===== src/design/rvc_cfg.svh =====
`ifndef RVC_CFG_SVH
`define RVC_CFG_SVH

// base and compressed instruction widths
`define RVC_ILEN 32
`define RVC_CLEN 16

`define RVC_REG_W 5

// fixed registers used by the stack and link forms
`define RVC_SP_REG 5'd2
`define RVC_RA_REG 5'd1

`endif


===== src/design/rvc_pkg.sv =====
`default_nettype none

package rvc_pkg;

	// major opcode, bits 6:2 of the base word
	typedef enum logic [4:0] {
		op_load   = 5'b00000,
		op_opimm  = 5'b00100,
		op_store  = 5'b01000,
		op_op     = 5'b01100,
		op_lui    = 5'b01101,
		op_branch = 5'b11000,
		op_jalr   = 5'b11001,
		op_jal    = 5'b11011,
		op_system = 5'b11100
	} rv_opcode_e;

	// raw packs the upper 30 bits of an uncompressed word unchanged
	typedef enum logic [2:0] {
		fmt_r,
		fmt_i,
		fmt_s,
		fmt_b,
		fmt_u,
		fmt_j,
		fmt_raw
	} rv_format_e;

	// {quadrant, funct3}
	typedef enum logic [4:0] {
		grp_q0_addi4spn = 5'b00000,
		grp_q0_fld      = 5'b00001,
		grp_q0_lw       = 5'b00010,
		grp_q0_flw      = 5'b00011,
		grp_q0_rsv      = 5'b00100,
		grp_q0_fsd      = 5'b00101,
		grp_q0_sw       = 5'b00110,
		grp_q0_fsw      = 5'b00111,
		grp_q1_addi     = 5'b01000,
		grp_q1_jal      = 5'b01001,
		grp_q1_li       = 5'b01010,
		grp_q1_lui      = 5'b01011,
		grp_q1_alu      = 5'b01100,
		grp_q1_j        = 5'b01101,
		grp_q1_beqz     = 5'b01110,
		grp_q1_bnez     = 5'b01111,
		grp_q2_slli     = 5'b10000,
		grp_q2_fldsp    = 5'b10001,
		grp_q2_lwsp     = 5'b10010,
		grp_q2_flwsp    = 5'b10011,
		grp_q2_misc     = 5'b10100,
		grp_q2_fsdsp    = 5'b10101,
		grp_q2_swsp     = 5'b10110,
		grp_q2_fswsp    = 5'b10111,
		grp_uncomp      = 5'b11000,
		grp_zero        = 5'b11111
	} rvc_group_e;

endpackage

`default_nettype wire


===== src/design/rvc_if.sv =====
`timescale 1ns/10ps
`default_nettype none

`include "rvc_cfg.svh"

interface rvc_predec_if;
	import rvc_pkg::*;

	logic                 valid;
	logic [`RVC_ILEN-1:0] instr;
	logic                 is_compressed;
	rvc_group_e           group;

	modport src (output valid, output instr, output is_compressed, output group);
	modport dst (input valid, input instr, input is_compressed, input group);
endinterface

interface rvc_fields_if;
	import rvc_pkg::*;

	logic                  valid;
	logic                  illegal;
	logic                  is_compressed;
	rv_format_e            fmt;
	rv_opcode_e            opcode;
	logic [`RVC_REG_W-1:0] rd;
	logic [`RVC_REG_W-1:0] rs1;
	logic [`RVC_REG_W-1:0] rs2;
	logic [2:0]            funct3;
	logic [6:0]            funct7;
	// layout depends on fmt
	logic [19:0]           imm;

	modport src (
		output valid, output illegal, output is_compressed, output fmt, output opcode,
		output rd, output rs1, output rs2, output funct3, output funct7, output imm
	);
	modport dst (
		input valid, input illegal, input is_compressed, input fmt, input opcode,
		input rd, input rs1, input rs2, input funct3, input funct7, input imm
	);
endinterface

`default_nettype wire


===== src/design/rvc_decompressor.sv =====
`timescale 1ns/10ps
`default_nettype none

`include "rvc_cfg.svh"

module rvc_decompressor (
	input  logic                 clk_i,
	input  logic                 rst_n_i,
	input  logic                 in_valid_i,
	input  logic [`RVC_ILEN-1:0] instr_i,
	output logic                 out_valid_o,
	output logic [`RVC_ILEN-1:0] instr_o,
	output logic                 is_compressed_o,
	output logic                 sigill_o
);
	rvc_predec_if pd_if ();
	rvc_fields_if fl_if ();

	// fetch word register and class
	rvc_predecode u_predecode (
		.clk_i      (clk_i),
		.rst_n_i    (rst_n_i),
		.in_valid_i (in_valid_i),
		.instr_i    (instr_i),
		.pd_o       (pd_if.src)
	);

	rvc_expander u_expander (
		.pd_i (pd_if.dst),
		.fl_o (fl_if.src)
	);

	// field packing and output register
	rvc_encoder u_encoder (
		.clk_i           (clk_i),
		.rst_n_i         (rst_n_i),
		.fl_i            (fl_if.dst),
		.out_valid_o     (out_valid_o),
		.instr_o         (instr_o),
		.is_compressed_o (is_compressed_o),
		.sigill_o        (sigill_o)
	);
endmodule

`default_nettype wire


===== src/design/rvc_encoder.sv =====
`timescale 1ns/10ps
`default_nettype none

`include "rvc_cfg.svh"

module rvc_encoder (
	input  logic                 clk_i,
	input  logic                 rst_n_i,
	rvc_fields_if.dst            fl_i,
	output logic                 out_valid_o,
	output logic [`RVC_ILEN-1:0] instr_o,
	output logic                 is_compressed_o,
	output logic                 sigill_o
);
	import rvc_pkg::*;

	logic [`RVC_ILEN-1:0] word;

	always_comb begin
		case (fl_i.fmt)
			// raw shares the r layout bit for bit
			fmt_r, fmt_raw: begin
				word = {fl_i.funct7, fl_i.rs2, fl_i.rs1, fl_i.funct3, fl_i.rd, fl_i.opcode, 2'b11};
			end
			fmt_i: begin
				word = {fl_i.imm[11:0], fl_i.rs1, fl_i.funct3, fl_i.rd, fl_i.opcode, 2'b11};
			end
			fmt_s: begin
				word = {fl_i.imm[11:5], fl_i.rs2, fl_i.rs1, fl_i.funct3, fl_i.imm[4:0],
					fl_i.opcode, 2'b11};
			end
			// imm is offset[12:1]
			fmt_b: begin
				word = {fl_i.imm[11], fl_i.imm[9:4], fl_i.rs2, fl_i.rs1, fl_i.funct3,
					fl_i.imm[3:0], fl_i.imm[10], fl_i.opcode, 2'b11};
			end
			fmt_u: begin
				word = {fl_i.imm, fl_i.rd, fl_i.opcode, 2'b11};
			end
			// imm is offset[20:1]
			fmt_j: begin
				word = {fl_i.imm[19], fl_i.imm[9:0], fl_i.imm[10], fl_i.imm[18:11],
					fl_i.rd, fl_i.opcode, 2'b11};
			end
			default: begin
				word = '0;
			end
		endcase
	end

	always_ff @(posedge clk_i or negedge rst_n_i) begin
		if (!rst_n_i) begin
			out_valid_o     <= 1'b0;
			instr_o         <= '0;
			is_compressed_o <= 1'b0;
			sigill_o        <= 1'b0;
		end else begin
			out_valid_o <= fl_i.valid;
			sigill_o    <= fl_i.valid & fl_i.illegal;
			if (fl_i.valid) begin
				instr_o         <= fl_i.illegal ? '0 : word;
				is_compressed_o <= fl_i.is_compressed;
			end
		end
	end
endmodule

`default_nettype wire


===== src/design/rvc_expander.sv =====
`timescale 1ns/10ps
`default_nettype none

`include "rvc_cfg.svh"

module rvc_expander (
	rvc_predec_if.dst pd_i,
	rvc_fields_if.src fl_o
);
	import rvc_pkg::*;

	logic [`RVC_CLEN-1:0]  c;
	logic [`RVC_ILEN-1:0]  w;
	logic [`RVC_REG_W-1:0] rd_p;
	logic [`RVC_REG_W-1:0] rs1_p;
	logic [`RVC_REG_W-1:0] rd_full;
	logic [19:0]           imm6_sx;
	logic [19:0]           jmp_off;
	logic [19:0]           br_off;

	assign w = pd_i.instr;
	assign c = pd_i.instr[`RVC_CLEN-1:0];

	// 3-bit register fields select x8..x15
	assign rd_p    = {2'b01, c[4:2]};
	assign rs1_p   = {2'b01, c[9:7]};
	assign rd_full = c[11:7];

	assign imm6_sx = {{14{c[12]}}, c[12], c[6:2]};
	// offset[20:1] of c.j / c.jal
	assign jmp_off = {{9{c[12]}}, c[12], c[8], c[10:9], c[6], c[7], c[2], c[11], c[5:3]};
	// offset[12:1] of c.beqz / c.bnez
	assign br_off  = {{12{c[12]}}, c[12], c[6:5], c[2], c[11:10], c[4:3]};

	assign fl_o.valid         = pd_i.valid;
	assign fl_o.is_compressed = pd_i.is_compressed;

	always_comb begin
		fl_o.illegal = 1'b0;
		fl_o.fmt     = fmt_i;
		fl_o.opcode  = op_opimm;
		fl_o.rd      = '0;
		fl_o.rs1     = '0;
		fl_o.rs2     = '0;
		fl_o.funct3  = 3'b000;
		fl_o.funct7  = 7'b0000000;
		fl_o.imm     = '0;

		case (pd_i.group)
			grp_uncomp: begin
				fl_o.fmt    = fmt_raw;
				fl_o.opcode = rv_opcode_e'(w[6:2]);
				fl_o.rd     = w[11:7];
				fl_o.funct3 = w[14:12];
				fl_o.rs1    = w[19:15];
				fl_o.rs2    = w[24:20];
				fl_o.funct7 = w[31:25];
			end
			grp_q0_addi4spn: begin
				fl_o.rd  = rd_p;
				fl_o.rs1 = `RVC_SP_REG;
				fl_o.imm = {10'b0, c[10:7], c[12:11], c[5], c[6], 2'b00};
			end
			grp_q0_lw: begin
				fl_o.opcode = op_load;
				fl_o.rd     = rd_p;
				fl_o.rs1    = rs1_p;
				fl_o.funct3 = 3'b010;
				fl_o.imm    = {13'b0, c[5], c[12:10], c[6], 2'b00};
			end
			grp_q0_sw: begin
				fl_o.fmt    = fmt_s;
				fl_o.opcode = op_store;
				fl_o.rs1    = rs1_p;
				fl_o.rs2    = rd_p;
				fl_o.funct3 = 3'b010;
				fl_o.imm    = {13'b0, c[5], c[12:10], c[6], 2'b00};
			end
			grp_q1_addi: begin
				fl_o.rd  = rd_full;
				fl_o.rs1 = rd_full;
				fl_o.imm = imm6_sx;
			end
			grp_q1_li: begin
				fl_o.rd  = rd_full;
				fl_o.imm = imm6_sx;
			end
			grp_q1_jal, grp_q1_j: begin
				fl_o.fmt    = fmt_j;
				fl_o.opcode = op_jal;
				fl_o.rd     = c[15] ? '0 : `RVC_RA_REG;
				fl_o.imm    = jmp_off;
			end
			grp_q1_lui: begin
				// rd of sp selects addi16sp
				if (rd_full == `RVC_SP_REG) begin
					fl_o.rd  = `RVC_SP_REG;
					fl_o.rs1 = `RVC_SP_REG;
					fl_o.imm = {{10{c[12]}}, c[12], c[4:3], c[5], c[2], c[6], 4'b0000};
				end else begin
					fl_o.fmt    = fmt_u;
					fl_o.opcode = op_lui;
					fl_o.rd     = rd_full;
					fl_o.imm    = imm6_sx;
				end
			end
			grp_q1_alu: begin
				fl_o.rd  = rs1_p;
				fl_o.rs1 = rs1_p;
				case (c[11:10])
					2'b00, 2'b01: begin
						fl_o.funct3 = 3'b101;
						fl_o.imm    = {9'b0, c[10], 4'b0000, c[12], c[6:2]};
					end
					2'b10: begin
						fl_o.funct3 = 3'b111;
						fl_o.imm    = imm6_sx;
					end
					default: begin
						// c[12] set is the rv64 word ops or reserved
						fl_o.illegal = c[12];
						fl_o.fmt     = fmt_r;
						fl_o.opcode  = op_op;
						fl_o.rs2     = rd_p;
						fl_o.funct3  = {|c[6:5], c[6], &c[6:5]};
						fl_o.funct7  = {1'b0, ~|c[6:5], 5'b00000};
					end
				endcase
			end
			grp_q1_beqz, grp_q1_bnez: begin
				fl_o.fmt    = fmt_b;
				fl_o.opcode = op_branch;
				fl_o.rs1    = rs1_p;
				fl_o.funct3 = {2'b00, c[13]};
				fl_o.imm    = br_off;
			end
			grp_q2_slli: begin
				fl_o.rd     = rd_full;
				fl_o.rs1    = rd_full;
				fl_o.funct3 = 3'b001;
				fl_o.imm    = {14'b0, c[12], c[6:2]};
			end
			grp_q2_lwsp: begin
				fl_o.opcode = op_load;
				fl_o.rd     = rd_full;
				fl_o.rs1    = `RVC_SP_REG;
				fl_o.funct3 = 3'b010;
				fl_o.imm    = {12'b0, c[3:2], c[12], c[6:4], 2'b00};
			end
			grp_q2_misc: begin
				// ebreak, then rs1 zero, then jr/jalr, then mv/add
				if (c[12] && rd_full == '0 && c[6:2] == '0) begin
					fl_o.opcode = op_system;
					fl_o.imm    = 20'd1;
				end else if (rd_full == '0 && c[6:2] == '0) begin
					fl_o.illegal = 1'b1;
				end else if (c[6:2] == '0) begin
					fl_o.opcode = op_jalr;
					fl_o.rd     = c[12] ? `RVC_RA_REG : '0;
					fl_o.rs1    = rd_full;
				end else begin
					fl_o.fmt    = fmt_r;
					fl_o.opcode = op_op;
					fl_o.rd     = rd_full;
					fl_o.rs1    = c[12] ? rd_full : '0;
					fl_o.rs2    = c[6:2];
				end
			end
			grp_q2_swsp: begin
				fl_o.fmt    = fmt_s;
				fl_o.opcode = op_store;
				fl_o.rs1    = `RVC_SP_REG;
				fl_o.rs2    = c[6:2];
				fl_o.funct3 = 3'b010;
				fl_o.imm    = {12'b0, c[8:7], c[12:9], 2'b00};
			end
			// all-zero word, reserved slot, fp loads and stores
			default: begin
				fl_o.illegal = 1'b1;
			end
		endcase
	end
endmodule

`default_nettype wire


===== src/design/rvc_predecode.sv =====
`timescale 1ns/10ps
`default_nettype none

`include "rvc_cfg.svh"

module rvc_predecode (
	input  logic                 clk_i,
	input  logic                 rst_n_i,
	input  logic                 in_valid_i,
	input  logic [`RVC_ILEN-1:0] instr_i,
	rvc_predec_if.src            pd_o
);
	import rvc_pkg::*;

	logic                 valid_q;
	logic [`RVC_ILEN-1:0] instr_q;
	logic                 compressed;
	rvc_group_e           group;

	always_ff @(posedge clk_i or negedge rst_n_i) begin
		if (!rst_n_i) begin
			valid_q <= 1'b0;
		end else begin
			valid_q <= in_valid_i;
		end
	end

	always_ff @(posedge clk_i) begin
		if (in_valid_i) begin
			instr_q <= instr_i;
		end
	end

	// low bits 11 mean a full 32-bit word
	assign compressed = ~&instr_q[1:0];

	always_comb begin
		if (instr_q[`RVC_CLEN-1:0] == '0) begin
			group = grp_zero;
		end else if (!compressed) begin
			group = grp_uncomp;
		end else begin
			group = rvc_group_e'({instr_q[1:0], instr_q[15:13]});
		end
	end

	assign pd_o.valid         = valid_q;
	assign pd_o.instr         = instr_q;
	assign pd_o.is_compressed = compressed;
	assign pd_o.group         = group;
endmodule

`default_nettype wire


===== config.mk =====
export PLATFORM = sky130hd
export DESIGN_NAME = rvc_decompressor
export DESIGN_NICKNAME = d
export VERILOG_FILES = /design/src/design/rvc_pkg.sv /design/src/design/rvc_if.sv /design/src/design/rvc_decompressor.sv /design/src/design/rvc_encoder.sv /design/src/design/rvc_expander.sv /design/src/design/rvc_predecode.sv
export VERILOG_INCLUDE_DIRS = /design/src /design/src/design
export SDC_FILE = /design/constraint.sdc
export NUM_CORES = 1
export LEC_CHECK = 0
export ABC_AREA = 1
export BUFFER_PORTS_ARGS = -buffer_cell sky130_fd_sc_hd__buf_2
export CAP_MARGIN = 20
export CORE_ASPECT_RATIO = 0.7
export CORE_MARGIN = 1
export CORE_UTILIZATION = 30
export CTS_BUF_LIST = sky130_fd_sc_hd__clkbuf_8
export DETAILED_ROUTE_END_ITERATION = 10
export GPL_TIMING_DRIVEN = 0
export PLACE_DENSITY = 0.46
export RECOVER_POWER = 100
export SLEW_MARGIN = 20
export SYNTH_ARGS = -nofsm -noshare
export SYNTH_HDL_FRONTEND = slang
export SYNTH_SLANG_ARGS = --single-unit
export TNS_END_PERCENT = 50

===== constraint.sdc =====
create_clock -name clk_i -period 1.9 [get_ports clk_i]
set_input_delay 0.19 -clock clk_i [delete_from_list [all_inputs] [get_ports clk_i]]
set_output_delay 0.19 -clock clk_i [all_outputs]
set_load 0.05 [all_outputs]

After elaboration in Yosys (flattened, before gate mapping)
Index checks and enable logic that the tools add are counted.
{ "op_classes": {"bitwise_logic": 1, "shifts": 0, "add_sub_neg": 0, "magnitude_cmp": 0, "n_eq_ne": 24, "div": 0, "reduce_logical": 30, "mul": 0, "mux": 46} }
{ "ops": {"columns": ["operator", "count"], "rows": [
  ["case mux 20 bit (11 select lines)", 1],
  ["case mux 32 bit (6 select lines)", 1],
  ["two-way mux 5 bit", 16],
  ["case mux 5 bit (6 select lines)", 2],
  ["equality test 5 x 4 -> 1 bit (second input constant)", 8],
  ["case mux 20 bit (2 select lines)", 1],
  ["case mux 5 bit (8 select lines)", 1],
  ["two-way mux 32 bit", 1],
  ["equality test 5 bit (second input constant)", 5],
  ["case mux 5 bit (5 select lines)", 1],
  ["OR reduction 2 bit", 11],
  ["case mux 3 bit (7 select lines)", 1],
  ["zero test 16 bit", 1],
  ["zero test 5 bit", 3],
  ["case mux 3 bit (5 select lines)", 1],
  ["case mux 7 bit (2 select lines)", 1],
  ["OR reduction 14 bit", 1],
  ["two-way mux 4 bit", 3],
  ["equality test 5 x 2 -> 1 bit (second input constant)", 2],
  ["OR reduction 5 bit", 2],
  ["equality test 3 bit (second input constant)", 3],
  ["two-way mux 3 bit", 3],
  ["two-way mux 9 bit", 1],
  ["two-way mux 1 bit", 8],
  ["17 further kinds", 23]
]} }
{ "totals": {"out_inout_bits": 35, "n_memories": 0, "latchBits": 0, "ramBits": 0, "reg_bits": 68, "rom_bits": 0} }

Depth between registers and ports, before layout
{ "logic_depth": {"depth_word": 10, "mapped_depth": 18, "depth_no_buf": 17} }

Hierarchy
From an unflattened synthesis, not the netlist that was laid out.
{ "hier_totals": {"hier_cells": 711, "hier_area_um2": 4705.8} }
{ "modules_own_cells": {"columns": ["module", "cells_each", "instances", "area_each_um2"], "rows": [
  ["rvc_encoder", 343, 1, 2230.9],
  ["rvc_expander", 309, 1, 1378.8],
  ["rvc_predecode", 59, 1, 1096.1]
]} }

Worst setup path before layout
OpenSTA, ideal clock, no wires.
{ "synth_path": {"kind": "register -> register", "from": "register u_predecode.instr_q[6], in the netlist u_predecode.pd_o.instr[6]", "to": "register u_encoder.instr_o[29]", "path_stages_with_launch": 19, "arrival_ns": 1.877, "synth_period_minus_slack_ns": 1.995, "required_time_ns": 1.782, "path_slack_ns": -0.095, "path_cell_list": "edfxtp_1 -> buf_6 -> nor2_1 -> nand2_1 -> nor2_2 -> nand2_4 -> buf_6 -> nand3_4 -> inv_4 -> nand3_4 -> nand2_4 -> nor2_4 -> nand2_2 -> nand2_4 -> inv_2 -> a21oi_2 -> nand3_1 -> nand2_1 -> nand2_1"} }
{ "synth_via": {"elab_chain_len": 9, "word_cells_on_any_way": 46, "classes_between": "eq/ne (21); mux (12); reduce/logical (13)"} }
{ "synth_lines": {"columns": ["item", "line", "text"], "rows": [
  ["start, declared", "rvc_predecode.sv:16", "logic [`RVC_ILEN-1:0] instr_q;"],
  ["start signal, assigned", "rvc_predecode.sv:30", "instr_q <= instr_i;"],
  ["zero test 16 bit or zero test 5 bit (tied branches)", null, null],
  ["two-way mux 5 bit, or another cell as far along", "rvc_predecode.sv:38", "if (instr_q[`RVC_CLEN-1:0] == '0) begin"],
  ["equality test 5 x 3 -> 1 bit, or another cell as far along", "rvc_expander.sv:49", "case (pd_i.group)"],
  ["OR reduction 2 bit (no line), or another cell as far along", null, null],
  ["case mux 3 bit (7 select lines)", "rvc_expander.sv:49", null],
  ["equality test 3 bit or zero test 3 bit (tied branches)", "rvc_encoder.sv:20", "case (fl_i.fmt)"],
  ["OR reduction 2 bit", "rvc_encoder.sv:20", null],
  ["case mux 32 bit (6 select lines)", "rvc_encoder.sv:20", null],
  ["two-way mux 32 bit *", "rvc_encoder.sv:61", "instr_o <= fl_i.illegal ? '0 : word;"],
  ["end signal, assigned", "rvc_encoder.sv:61", null],
  ["end, declared", "rvc_encoder.sv:11", "output logic [`RVC_ILEN-1:0] instr_o,"]
]} }
Mark *: on every way between the ends. The rest lies on a longest branch, timed or not.
A chain may end at the register's enable or synchronous reset.

Worst setup path in the final report
{ "layout_path": {"from": "register u_predecode.instr_q[7], in the netlist u_predecode.pd_o.instr[7]", "to": "register u_encoder.instr_o[29]"} }
{ "layout_via": {"elab_chain_len": 9, "word_cells_on_any_way": 49, "classes_between": "eq/ne (22); mux (13); reduce/logical (14)"} }
{ "layout_lines": {"columns": ["item", "line"], "rows": [
  ["zero test 16 bit or zero test 5 bit (tied branches)", "rvc_predecode.sv:38, rvc_expander.sv:152, rvc_expander.sv:155"],
  ["two-way mux 5 bit, or another cell as far along", "rvc_predecode.sv:38"],
  ["equality test 5 x 3 -> 1 bit, or another cell as far along", "rvc_expander.sv:49"],
  ["OR reduction 2 bit (no line), or another cell as far along", null],
  ["case mux 3 bit (7 select lines)", "rvc_expander.sv:49"],
  ["equality test 3 bit or zero test 3 bit (tied branches)", "rvc_encoder.sv:20"],
  ["OR reduction 2 bit", "rvc_encoder.sv:20"],
  ["case mux 32 bit (6 select lines)", "rvc_encoder.sv:20"],
  ["two-way mux 32 bit *", "rvc_encoder.sv:61"]
]} }
Marked as above.

==> run metrics <==
Post-synth EDFFs 32; R2R Setup Slk -0.48 ns; Port Buf Inserts 69; Slew headroom 0.377; # H-tree levels 3; clock share of power 0.271; P&R area growth vs syn 39.6%; Slew @ Worst Pin 0.934 ns; Worst EP required 2.16 ns; # clock sinks 67; CP max stage delay 0.53 ns; Die H 103 um; Setup WS post-layout -0.484 ns; Final #Nets 747; Final setup viols 31; share of cells above drive strength 1 0.303; sequential share of power 0.368; Antenna Nets Post-Route 0; clk buf depth 2; vias in the first global route 4368; Starting Density 0.311; via density per instance 5.05; internal power 2.94 mW; CTS tree built; outcome finished with violations; row count 36; Mapped Nets 604; Via Count 4584; CTS Buf Count 9; r2r endpoint u_encoder.instr_o[29]; switching share of power 0.408; fin crit share 1.25; grt total ovfl 0; power consumption 4.96 mW; number of DRC markers in iteration 0 334; Worst Clk Skew 0.0141 ns; FF-to-FF path depth 15; Fill cells 1514; clock-pin transition on the worst setup and hold timing paths 0.08 ns; wire length per cell 19.6 um; Clock Latency Late Sink 0.37 ns; worst hold margin 0.413 ns; commonest non-fill, non-tap cell in the layout nand2_1; first-pass GRT wire length 26500 um; Power Dens Cells 813 nW/um^2; Fin. Hold Viols 0; fin crit period 2.38 ns; LEAKAGE 2.97 nW; worst vdd ir 0.000374 V; top cells by area, synth edfxtp_1 (22%), dfrtp_1 (20%), nand2_1 (17%); Data arrival, critical path 2.64 ns; Die Area 15100 um^2; area leader, netlist edfxtp_1; Critical Path Start u_predecode.pd_o.instr[7]; Yosys Warn Count 0; CORE AREA 14100 um^2; NetSw 2.02 mW; syn avg cell area 7.68 um^2; RePlAce Congestion 0.956; CP max-delay cell edfxtp_1; crit-path max FO 8; Setup crit start kind register; initial antenna violation count 0; DR pass1 iterations 5; All-Layer GR Usage 0.245; fmax 419 MHz; RSZ-0062 raised after global routing true; Worst setup endpoint u_encoder.instr_o[29]; # DRC 0; Post-Synthesis Cells 569; Critical Path Most Common Cell nand2_1; Hold/Removal Path Class register to register; crit-path cells nor2_1, nand2_1, nor2_4, nand2_8, buf_12, nand3_4, nor2_8, nor2_8, nand2_2, o21ai_4, nand2_4, nand2_1, nand3_2, nand2_2, nand2_1; cell chosen for the clock root clkbuf_8; reg2reg start u_predecode.pd_o.instr[7]; Final Max Tran Viols 0; post-synth top area share 0.220; post-synthesis sequential area ratio 0.420; largest net degree at the start of global routing 36; Synth Flop Type dfrtp_1; failing checks negative setup slack; max-cap violations 0; Synth async-reset ratio 0.522; worst setup path class register to register; Die X 146 um; CP Capture Type register; ANT cells 0; dpl hpwl 13000 um; most frequent cells in the layout nand2_1 (174), clkbuf_1 (41), nand3_1 (36); FF+latch count, synth 67; Routed WL 17800 um; Comb pwr share 0.362; pre-CTS WS -0.876 ns; Ports 70; Synth cell types 42; Netlist Area Pre-Place 4370 um^2
[sequential cells by signal, indices dropped and copies added (netlist names)]
name and count:
u_encoder.is_compressed_o 1, u_encoder.instr_o 31, u_encoder.out_valid_o 1, u_predecode.pd_o.valid 1
u_predecode.pd_o.instr 32, u_encoder.sigill_o 1
[stage by stage]
| stage | setup TNS, ns | area [um^2] | instances | util |
|---|---|---|---|---|
| 2_1_floorplan | -1.47 | 4370 | 569 | - |
| 5_1_grt | -17.19 | 6100 | 907 | 0.434 |
| 3_3_place_gp | -21.91 | 4960 | 828 | 0.353 |
| 6_report | -12.90 | 6100 | 907 | 0.434 |
| 3_5_place_dp | -21.51 | 4960 | 828 | 0.353 |
| 4_1_cts | -12.05 | 5970 | 899 | 0.425 |
[Yosys cell counts (3+ instances only)]
cell       count
nor3_1         4
nand3_1       43
nor4_1         5
o21ai_4        3
o22ai_1        4
nor2_2        11
nand3_2        6
edfxtp_1      32
nor2_4         3
a21boi_0       3
clkbuf_1       9
o21ai_0       17
nand2_4        6
dfrtp_1       35
nand2_1      197
inv_1         36
inv_2         11
a21oi_1       17
nor2_1        45
nand4_1       11
nand2_2       14
buf_2          4
o21ai_1       15
o211ai_1       4
o2111ai_1      3
buf_6          6
nand3_4        4
[worst min-delay path by stage]
stage	start	depth (start not counted)	to	slack, ns
floorplan	rst_n_i	0	u_encoder.instr_o[10]	-0.11
global placement	rst_n_i	1	u_encoder.instr_o[8]	0.31
detailed placement	rst_n_i	1	u_encoder.instr_o[14]	0.32
CTS	instr_i[20]	1	u_predecode.pd_o.instr[20]	0.00003
global route	u_predecode.pd_o.valid	0	u_encoder.out_valid_o	0.44
finish	u_predecode.pd_o.valid	0	u_encoder.out_valid_o	0.41
[cell type report]
| type | count | area [um^2] | share of cell area |
|---|---|---|---|
| Buffer | 21 | 175 | 0.0287 |
| Clock buffer | 9 | 124 | 0.0203 |
| Clock inverter | 7 | 92.6 | 0.0152 |
| Inverter | 50 | 198 | 0.0324 |
| Multi-Input combinational cell | 431 | 2540 | 0.416 |
| Sequential cell | 67 | 1840 | 0.301 |
| Tap cell | 190 | 238 | 0.0390 |
| Timing Repair Buffer | 132 | 897 | 0.147 |
[cell families (layout without fill, tap and decap cells)]
logic type             after synthesis  after routing  synth area share
flip-flops                          67             67             0.420
AO/OA/AOI/OAI                       75             75             0.108
AND/OR/NAND/NOR                    356            356             0.397
buffers and inverters               71            219            0.0753
[timing repair]
| action | 4_1_cts | 5_1_grt |
|---|---|---|
| endpoints found under the setup margin | 32 | 33 |
| hold buffers | 30 | 3 |
| pin swaps | 35 | 15 |
| hold endpoints to repair | 64 | 3 |
| cloned | 1 | 0 |
| setup buffers | 24 | 5 |
| gates resized for setup | 73 | 34 |
[worst max-delay path, delay by kind of cell (launching register included)]
kind | cells | cell delay, ns
buffers and inverters | 1 | 0.17
AOI/OAI and AO/OA | 1 | 0.18
DFF | 1 | 0.53
and+or+nand+nor | 13 | 1.39
[power by group through the flow]
stage	clock network [mW]	registers, mW	logic, mW
2_1_floorplan	0	2.27	0.673
3_3_place_gp	0	1.85	1.58
3_5_place_dp	0	1.85	1.58
4_1_cts	1.39	1.82	1.76
5_1_grt	1.46	1.85	1.93
6_report	1.34	1.82	1.79
[routing by layer]
layer	vias to the layer above	GRT usage	share of wire
met5	-	0	0
met1	2196	0.356	0.50
li1	2172	-	-
met2	194	0.360	0.41
met4	0	0.0689	0.016
met3	22	0.0611	0.077
Power figures use the tool's default switching activity.
